==> config.mk <==
export PLATFORM = sky130hd
export DESIGN_NAME = bus_arbiter_top
export DESIGN_NICKNAME = d
export VERILOG_FILES = /design/src/hw/arb_pkg.sv /design/src/hw/rr_arbiter.sv /design/src/hw/burst_timer.sv /design/src/hw/bus_ctrl_fsm.sv /design/src/hw/port_mux.sv /design/src/hw/bus_arbiter_top.sv
export SDC_FILE = /design/constraint.sdc
export NUM_CORES = 1
export LEC_CHECK = 0
export ABC_AREA = 0
export BUFFER_PORTS_ARGS = -buffer_cell sky130_fd_sc_hd__buf_2
export CORE_MARGIN = 4
export CORE_UTILIZATION = 41
export CTS_BUF_LIST = sky130_fd_sc_hd__clkbuf_4 sky130_fd_sc_hd__clkbuf_8 sky130_fd_sc_hd__clkbuf_16
export CTS_CLUSTER_DIAMETER = 30
export DETAILED_ROUTE_END_ITERATION = 6
export PLACE_DENSITY_LB_ADDON = 0.15
export SYNTH_ARGS = -nofsm -noshare
export SYNTH_HDL_FRONTEND = slang
export SYNTH_SLANG_ARGS = --single-unit
==> constraint.sdc <==
create_clock -name clk -period 1.9 [get_ports clk]
set_input_delay 0.38 -clock clk [delete_from_list [all_inputs] [get_ports clk]]
set_output_delay 0.38 -clock clk [all_outputs]
set_load 0.02 [all_outputs]
==> src/hw/arb_pkg.sv <==
package arb_pkg;

  localparam int NUM_PORTS = 4;
  localparam int PORT_W    = 2;
  localparam int DATA_W    = 16;
  localparam int LEN_W     = 4;
  localparam int TAG_W     = 12;

  // A header asks for len + 1 payload beats
  typedef struct packed {
    logic [LEN_W-1:0] len;
    logic [TAG_W-1:0] tag;
  } port_header_t;

  // The same port word is read as a header on the first granted beat
  // and as plain data on every beat after it
  typedef union packed {
    port_header_t      hdr;
    logic [DATA_W-1:0] data;
  } port_word_t;

  typedef struct packed {
    logic              valid;
    logic              is_header;
    logic [PORT_W-1:0] port;
    port_word_t        word;
  } bus_beat_t;

  typedef enum logic [1:0] {
    IDLE,
    HEADER,
    PAYLOAD
  } ctrl_state_t;

endpackage

==> src/hw/rr_arbiter.sv <==
module rr_arbiter (
  input  logic                          clk,
  input  logic                          rst_n,
  input  logic [arb_pkg::NUM_PORTS-1:0] req,
  input  logic                          advance,
  output logic [arb_pkg::NUM_PORTS-1:0] cand_grant,
  output logic                          cand_valid
);
  import arb_pkg::*;

  // Thermometer mask, set from the highest-priority position upward
  logic [NUM_PORTS-1:0] indic_r;
  logic [NUM_PORTS-1:0] indic_next;

  logic [NUM_PORTS-1:0] req_hi;
  logic [NUM_PORTS-1:0] req_lo;
  logic [NUM_PORTS-1:0] ored_hi;
  logic [NUM_PORTS-1:0] ored_lo;
  logic [NUM_PORTS-1:0] onehot_hi;
  logic [NUM_PORTS-1:0] onehot_lo;
  logic                 hi_sel;

  // Bit i is set when any bit at or below i is set
  function automatic logic [NUM_PORTS-1:0] prefix_or(input logic [NUM_PORTS-1:0] vec);
    logic [NUM_PORTS-1:0] acc;
    acc[0] = vec[0];
    for (int i = 1; i < NUM_PORTS; i++)
    begin
      acc[i] = acc[i-1] | vec[i];
    end
    return acc;
  endfunction

  // Requests inside the mask beat the ones that wrapped around below it
  assign req_hi = req & indic_r;
  assign req_lo = req & ~indic_r;

  assign ored_hi = prefix_or(req_hi);
  assign ored_lo = prefix_or(req_lo);

  // First set bit of each group
  assign onehot_hi = ored_hi & ~{ored_hi[NUM_PORTS-2:0], 1'b0};
  assign onehot_lo = ored_lo & ~{ored_lo[NUM_PORTS-2:0], 1'b0};

  assign hi_sel     = |req_hi;
  assign cand_grant = hi_sel ? onehot_hi : onehot_lo;
  assign cand_valid = |req;

  // Shifting the prefix-or of the winner leaves only the positions above it,
  // so the next search starts at the port after the one just granted
  assign indic_next = hi_sel ? {ored_hi[NUM_PORTS-2:0], 1'b0}
                             : {ored_lo[NUM_PORTS-2:0], 1'b0};

  // All ones puts port 0 first after reset
  always_ff @(posedge clk or negedge rst_n)
  begin
    if (!rst_n)
    begin
      indic_r <= '1;
    end
    else if (advance)
    begin
      indic_r <= indic_next;
    end
  end

endmodule

==> src/hw/burst_timer.sv <==
module burst_timer (
  input  logic                      clk,
  input  logic                      rst_n,
  input  logic                      load,
  input  logic [arb_pkg::LEN_W-1:0] len,
  output logic                      last_beat
);
  import arb_pkg::*;

  logic [LEN_W-1:0] count;
  logic             running;

  // Loaded with len, the timer stays running for len + 1 cycles
  always_ff @(posedge clk or negedge rst_n)
  begin
    if (!rst_n)
    begin
      count   <= '0;
      running <= 1'b0;
    end
    else if (load)
    begin
      count   <= len;
      running <= 1'b1;
    end
    else if (running)
    begin
      if (count == '0)
      begin
        running <= 1'b0;
      end
      else
      begin
        count <= count - 1'b1;
      end
    end
  end

  assign last_beat = running && (count == '0);

endmodule

==> src/hw/bus_ctrl_fsm.sv <==
module bus_ctrl_fsm (
  input  logic clk,
  input  logic rst_n,
  input  logic cand_valid,
  input  logic last_beat,
  output logic grant_load,
  output logic len_load,
  output logic in_header,
  output logic grant_release
);
  import arb_pkg::*;

  ctrl_state_t state;
  ctrl_state_t state_next;

  always_ff @(posedge clk or negedge rst_n)
  begin
    if (!rst_n)
    begin
      state <= IDLE;
    end
    else
    begin
      state <= state_next;
    end
  end

  // One IDLE cycle for arbitration, one HEADER cycle, then payload until
  // the timer flags the last beat
  always_comb
  begin
    state_next    = state;
    grant_load    = 1'b0;
    len_load      = 1'b0;
    in_header     = 1'b0;
    grant_release = 1'b0;

    case (state)
      IDLE:
      begin
        if (cand_valid)
        begin
          grant_load = 1'b1;
          state_next = HEADER;
        end
      end

      // The granted port shows its header now, so its length is latched here
      HEADER:
      begin
        in_header  = 1'b1;
        len_load   = 1'b1;
        state_next = PAYLOAD;
      end

      PAYLOAD:
      begin
        if (last_beat)
        begin
          grant_release = 1'b1;
          state_next    = IDLE;
        end
      end

      default:
      begin
        state_next = IDLE;
      end
    endcase
  end

endmodule

==> src/hw/port_mux.sv <==
module port_mux (
  input  logic                                            clk,
  input  logic                                            rst_n,
  input  logic                [arb_pkg::NUM_PORTS-1:0]    cand_grant,
  input  logic                                            load,
  input  logic                                            grant_release,
  input  logic                                            in_header,
  input  arb_pkg::port_word_t [arb_pkg::NUM_PORTS-1:0]    port_words,
  output logic                [arb_pkg::NUM_PORTS-1:0]    grant,
  output logic                [arb_pkg::LEN_W-1:0]        len_value,
  output arb_pkg::bus_beat_t                              bus
);
  import arb_pkg::*;

  logic [PORT_W-1:0] grant_idx;
  port_word_t        sel_word;

  // The grant is held for the whole burst
  always_ff @(posedge clk or negedge rst_n)
  begin
    if (!rst_n)
    begin
      grant <= '0;
    end
    else if (grant_release)
    begin
      grant <= '0;
    end
    else if (load)
    begin
      grant <= cand_grant;
    end
  end

  always_comb
  begin
    grant_idx = '0;
    for (int i = 0; i < NUM_PORTS; i++)
    begin
      if (grant[i])
      begin
        grant_idx = PORT_W'(i);
      end
    end
  end

  assign sel_word = port_words[grant_idx];

  // Only meaningful while the word is a header
  assign len_value = sel_word.hdr.len;

  assign bus.valid     = |grant;
  assign bus.is_header = in_header;
  assign bus.port      = grant_idx;
  assign bus.word      = sel_word;

endmodule

==> src/hw/bus_arbiter_top.sv <==
module bus_arbiter_top (
  input  logic                                            clk,
  input  logic                                            rst_n,
  input  logic                [arb_pkg::NUM_PORTS-1:0]    req,
  input  arb_pkg::port_word_t [arb_pkg::NUM_PORTS-1:0]    port_words,
  output logic                [arb_pkg::NUM_PORTS-1:0]    grant,
  output arb_pkg::bus_beat_t                              bus
);
  import arb_pkg::*;

  logic [NUM_PORTS-1:0] cand_grant;
  logic                 cand_valid;
  logic                 grant_load;
  logic                 len_load;
  logic                 in_header;
  logic                 grant_release;
  logic                 last_beat;
  logic [LEN_W-1:0]     len_value;

  // The grant strobe also moves the round-robin pointer past the winner
  rr_arbiter u_rr_arbiter (
    .clk        (clk),
    .rst_n      (rst_n),
    .req        (req),
    .advance    (grant_load),
    .cand_grant (cand_grant),
    .cand_valid (cand_valid)
  );

  burst_timer u_burst_timer (
    .clk       (clk),
    .rst_n     (rst_n),
    .load      (len_load),
    .len       (len_value),
    .last_beat (last_beat)
  );

  bus_ctrl_fsm u_bus_ctrl_fsm (
    .clk           (clk),
    .rst_n         (rst_n),
    .cand_valid    (cand_valid),
    .last_beat     (last_beat),
    .grant_load    (grant_load),
    .len_load      (len_load),
    .in_header     (in_header),
    .grant_release (grant_release)
  );

  port_mux u_port_mux (
    .clk           (clk),
    .rst_n         (rst_n),
    .cand_grant    (cand_grant),
    .load          (grant_load),
    .grant_release (grant_release),
    .in_header     (in_header),
    .port_words    (port_words),
    .grant         (grant),
    .len_value     (len_value),
    .bus           (bus)
  );

endmodule

Word-level counts from Yosys, hierarchy flattened
Index checks and enable logic that the tools add are counted.
- add/sub/neg operators: 1
- order comparisons: 1
- equality and inequality tests: 5
- muxes and demuxes: 23
- bitwise operators: 13
- reduce and logical (&&, ||, !) cells: 10
- operator list (kind ; count):
    binary-select mux 16 bit (select 2 bit) ; 1
    two-way mux 4 bit ; 7
    bitwise AND 4 bit ; 4
    two-way mux 16 bit ; 1
    inverter 4 bit ; 3
    OR reduction 4 bit ; 3
    two-way mux 1 bit ; 9
    two-way mux 2 bit ; 4
    inequality test 2 bit, second input constant ; 3
    bitwise OR 1 bit ; 6
    one-hot mux 2 bit (3 select lines) ; 1
    logical NOT 4 bit ; 1
    AND reduction 2 bit ; 2
    nonzero test 2 bit ; 2
    subtractor 4 x 1 -> 4 bit, second input constant ; 1
    < comparator 2 x 3 -> 1 bit, second input constant ; 1
    equality test 2 x 1 -> 1 bit, second input constant ; 1
    equality test 2 bit, second input constant ; 1
    logical NOT 2 bit ; 1
    logical AND 1 bit ; 1
- register bits after elaboration: 15
- input port bits: 70
- output and inout bits: 24
- word-level logic and storage cells: 58

Depth between registers and ports, before layout
- depth in word-level cells: 9
- mapped depth: 6
- mapped depth without buffers: 6

Hierarchy
Synthesis repeated with hierarchy kept, for this count alone.
- cells, all modules: 154
- area, all modules: 1337.5 µm²
- by module, submodules not included (module ; instances ; cells each ; area an instance (µm²) ; sequential area each (µm²)):
    port_mux ; 1 ; 80 ; 635.6 ; 100.1
    burst_timer ; 1 ; 32 ; 297.8 ; 125.1
    rr_arbiter ; 1 ; 33 ; 289.0 ; 105.1
    bus_ctrl_fsm ; 1 ; 9 ; 115.1 ; 50.0

Worst setup path after synthesis
OpenSTA, ideal clock, no wires.
- path type: reg-to-output
- start: reg u_port_mux.grant[3] (netlist bit)
- end: out bus[3] (netlist bit)
- arrival: 1.546 ns
- data required time: 1.520 ns
- path slack: -0.026 ns
- cell stages (with the launch flop): 6
- path buffers: 3
- path through: dfrtp_1 > buf_2 > buf_2 > clkbuf_1 > o22ai_1 > a21oi_1
- RTL lines (item ; RTL line ; source):
    start: declaration ; port_mux.sv:9 ; output logic [arb_pkg::NUM_PORTS-1:0] grant,
    start signal: assignment ; port_mux.sv:31 ; grant <= cand_grant;
    end: declaration ; bus_arbiter_top.sv:7 ; output arb_pkg::bus_beat_t bus

==> metrics.md <==
| Metric | Value |
|---|---|
| Clock tree sinks | `15` |
| RSZ-0062 raised after global routing | `yes` |
| Pin count of the biggest net entering global routing | `18` |
| Root Driver | `clkbuf_4` |
| CP cell instances | `or2_1 -> or3_1 -> and2_1 -> buf_4` |
| Final Setup Violations | `10` |
| Top_reg_cell synth | `dfrtp_1` |
| WL final | `between 4000 and 5000 microns` |
| Diode count | `0` |
| Mapped Cells | `between 150 and 200` |
| Synth-to-layout area growth | `57.81%` |
| CTS tree | `done` |
| Clock H-tree levels | `1` |
| IO Count | `94` |
| Die Y | `65.12 microns` |
| I/O Buffers | `a little over 90` |
| Final Hold Fails | `0` |
| Gr ovfl total | `0` |
| Clk_lat worst skew | `0.28 ns` |
| Synth cell types | `46` |
| Top cell type's share of synthesized area | `20.58%` |
| Number of remaining DRC errors | `0` |
| Crit-path slowest cell | `dfrtp_1` |
| Final Max Slew Viols | `0` |
| Critical Path Sink Type | `primary output` |
| Leakage | `1.065 nW` |
| Site Rows | `20` |
| Status | `complete, but fails checks` |
| Vias in the first global route | `around 1,500` |
| WHS Endpoint | `u_port_mux.grant[2]` |
| Final worst-path cycle share | `103.6%` |
| Clock transition at the registers of the reported paths | `roughly 0.090 ns` |
| Hold Crit Depth | `3` |
| Detailed Routing Iterations Pass 1 | `4` |
| R2R setup slack | `0.34 ns` |
| Clock Path Buffers | `2` |
| Highest Clock Rate | `between 500 and 600 MHz` |
| Finished Cell Area | `2111 sq um` |
| Filler Cell Count | `292` |
| CP required | `1.52 ns` |
| Area of the core | `slightly above 3000 sq um` |
| Reg2Reg Depth | `6` |
| Avg WL per Cell | `12.93 microns` |
| Max Cap Viol | `0` |
| Critical Path Max Stage Delay | `0.41 ns` |
| Worst Hold Class | `in -> reg` |
| Slew headroom | `between 70 and 80%` |
| Maximum VDD drop | `0.7525 mV` |
| Hold Crit Start | `req[2]` |
| Initial antenna violation count | `0` |
| Final clock skew | `0.0005887 ns` |
| Yosys top cell by area | `dfrtp_1` |
| Post-Route Utilization | `68.58%` |
| CP Class | `reg -> out` |
| CTS buffer count | `3` |
| Layout cell share with drive strength beyond 1 | `53.21%` |
| Global-route usage over all layers | `18.88%` |
| Final setup margin | `-0.06835 ns` |
| Reg2reg end | `u_port_mux.grant[1]` |
| Nets | `353` |
| Pwr/cell area | `1651 nW/um^2` |
| Post-DP HPWL | `3202 microns` |
| Mean number of vias per cell | `5.052` |
| Synthesized Nets | `251` |
| Vias | `1,637` |
| Data arrival, critical path | `1.59 ns` |
| Ys async rst share | `100.0%` |
| Crit Reg-Reg Startpoint | `u_burst_timer.count[0]` |
| Die Width | `between 60 and 70 microns` |
| Yosys warns | `0` |
| Sequential area share after synthesis | `28.44%` |
| Worst Max-Slew Pin Slew | `0.3493 ns` |
| Largest cells by area after synthesis | `dfrtp_1, dfstp_2, a21oi_1` |
| Critical path fanouts, max | `4` |
| Post-route minimum period | `1.968 ns` |
| Syn Area/Cell | `7.472 sq um` |
| EDFF count, synth | `0` |
| CP Launch Point | `u_port_mux.grant[3]` |
| Placer Congestion | `0.8333` |
| Failing checks | `negative setup slack` |
| Synth Cell Area | `1338 sq um` |
| Total power draw | `around 3.5 mW` |
| Worst setup SP type | `flop` |
| Drt initial violations | `63` |
| Global-route wire length before repair | `approximately 6500 microns` |
| Post-DP Area | `about 1900 sq um` |
| Initial Util | `43.46%` |
| Post-route ant nets | `0` |
| Synthesized flop and latch total | `15` |
| Die area | `about 4200 sq um` |
-- per-layer routing --
metal	share of wire [%]	routed length [microns]	vias to the layer above	track usage (%)
met3	5.3	221	4	4.103
met1	39	1624	750	22.79
met4	0.74	31	0	1.813
met2	55	2313	51	35.38
met5	0	0	-	0
li1	-	-	832	-
-- logic make-up (layout without fill, tap and decap cells) --
| kind of cell | count (synthesis) | count (layout) | synth area share [%] |
|---|---|---|---|
| XOR/XNOR | 1 | 1 | 0.6549 |
| buffers and inverters | 29 | 130 | 9.448 |
| flip-flops | 15 | 15 | 28.44 |
| AND/OR/NAND/NOR | 58 | 58 | 23.39 |
| adder cells (fa/ha/maj) | 2 | 2 | 1.871 |
| multiplexers | 5 | 5 | 3.929 |
| AO/OA/AOI/OAI | 69 | 69 | 32.27 |
-- cell usage after synthesis (2+ instances only) --
library cell,n
a211o_1,2
dfrtp_1,11
o21ai_1,15
a21oi_1,17
nor2b_1,2
o22ai_1,11
nor3_1,2
buf_4,2
or3_1,2
mux2i_1,3
o21ai_0,6
mux2_2,2
nand2b_1,4
clkbuf_1,2
dfstp_2,4
inv_1,16
o211ai_1,2
a22o_1,2
ha_1,2
o21a_1,4
nand2_1,20
nor2_1,16
buf_2,8
a21o_1,2
-- final cells by class --
| class | instances | area [sq um] | share of cell area [%] |
|---|---|---|---|
| timing repair buffer | 109 | 649.4 | 30.76 |
| sequential | 15 | 381.6 | 18.08 |
| tap | 44 | 55.05 | 2.608 |
| clock buffer | 4 | 30.03 | 1.423 |
| multi-input combinational | 135 | 930.9 | 44.10 |
| inverter | 17 | 63.81 | 3.023 |
-- through the flow --
| stage | TNS (ns) | hold WS (ns) | worst slack [ns] | instances |
|---|---|---|---|---|
| after floorplan | 0 | 0.08441 | 0.01999 | 179 |
| after global placement | 0 | 0.2987 | 0.1825 | 312 |
| after detailed placement | 0 | 0.3108 | 0.1710 | 312 |
| after CTS | -0.1099 | 0.3985 | -0.06410 | 322 |
| after global routing | -1.775 | 0.4301 | -0.1500 | 324 |
| final | -0.1737 | 0.4055 | -0.06835 | 324 |
-- where the power goes --
| group | internal (mW) | switching (mW) |
|---|---|---|
| combinational | 1.25 | 1.41 |
| sequential | 0.482 | 0.141 |
| clock | 0.0958 | 0.105 |
| total | 1.82 | 1.66 |
-- cells in the final DEF, fill, tap and decap left out, drive strengths merged, types with 2 or more instances in the layout --
cell	synthesis	layout
a211o	2	2
a21o	2	2
a21oi	17	17
a22o	2	2
buf	10	108
clkbuf	2	4
dfrtp	11	11
dfstp	4	4
ha	2	2
inv	17	17
mux2	2	2
mux2i	3	3
nand2	20	20
nand2b	4	4
nor2	16	16
nor2b	2	2
nor3	3	3
nor4	2	2
o211ai	2	2
o21a	4	4
o21ai	21	21
o22ai	11	11
o31ai	2	2
or3	2	2
-- sequential cells by signal (all words and copies together) (netlist names) --
signal,flops
u_burst_timer.count,4
u_burst_timer.running,1
u_bus_ctrl_fsm.state,2
u_port_mux.grant,4
u_rr_arbiter.indic_r,4
-- worst max path at each step --
| stage | to | slack (ns) |
|---|---|---|
| after detailed placement | bus[4] | 0.17 |
| after CTS | bus[12] | -0.06 |
| after global placement | bus[7] | 0.18 |
| after global routing | bus[12] | -0.15 |
| final | bus[12] | -0.07 |
| after floorplan | bus[10] | 0.02 |
-- what timing repair did --
action                     CTS  global route
setup buffers                5             1
hold endpoints to repair    11             0
hold buffers                 1             0
pin swaps                    3             2
setup endpoints to repair   15            17
resized for setup           22            24
gates cloned                 0             1
-- worst max-delay path: cells and delay by family (launching register included) --
family / cells / cell delay [ns]
buffers and inverters: 1 / 0.15
DFF: 1 / 0.41
and+or+nand+nor: 3 / 0.74
Power figures use the tool's default switching activity.
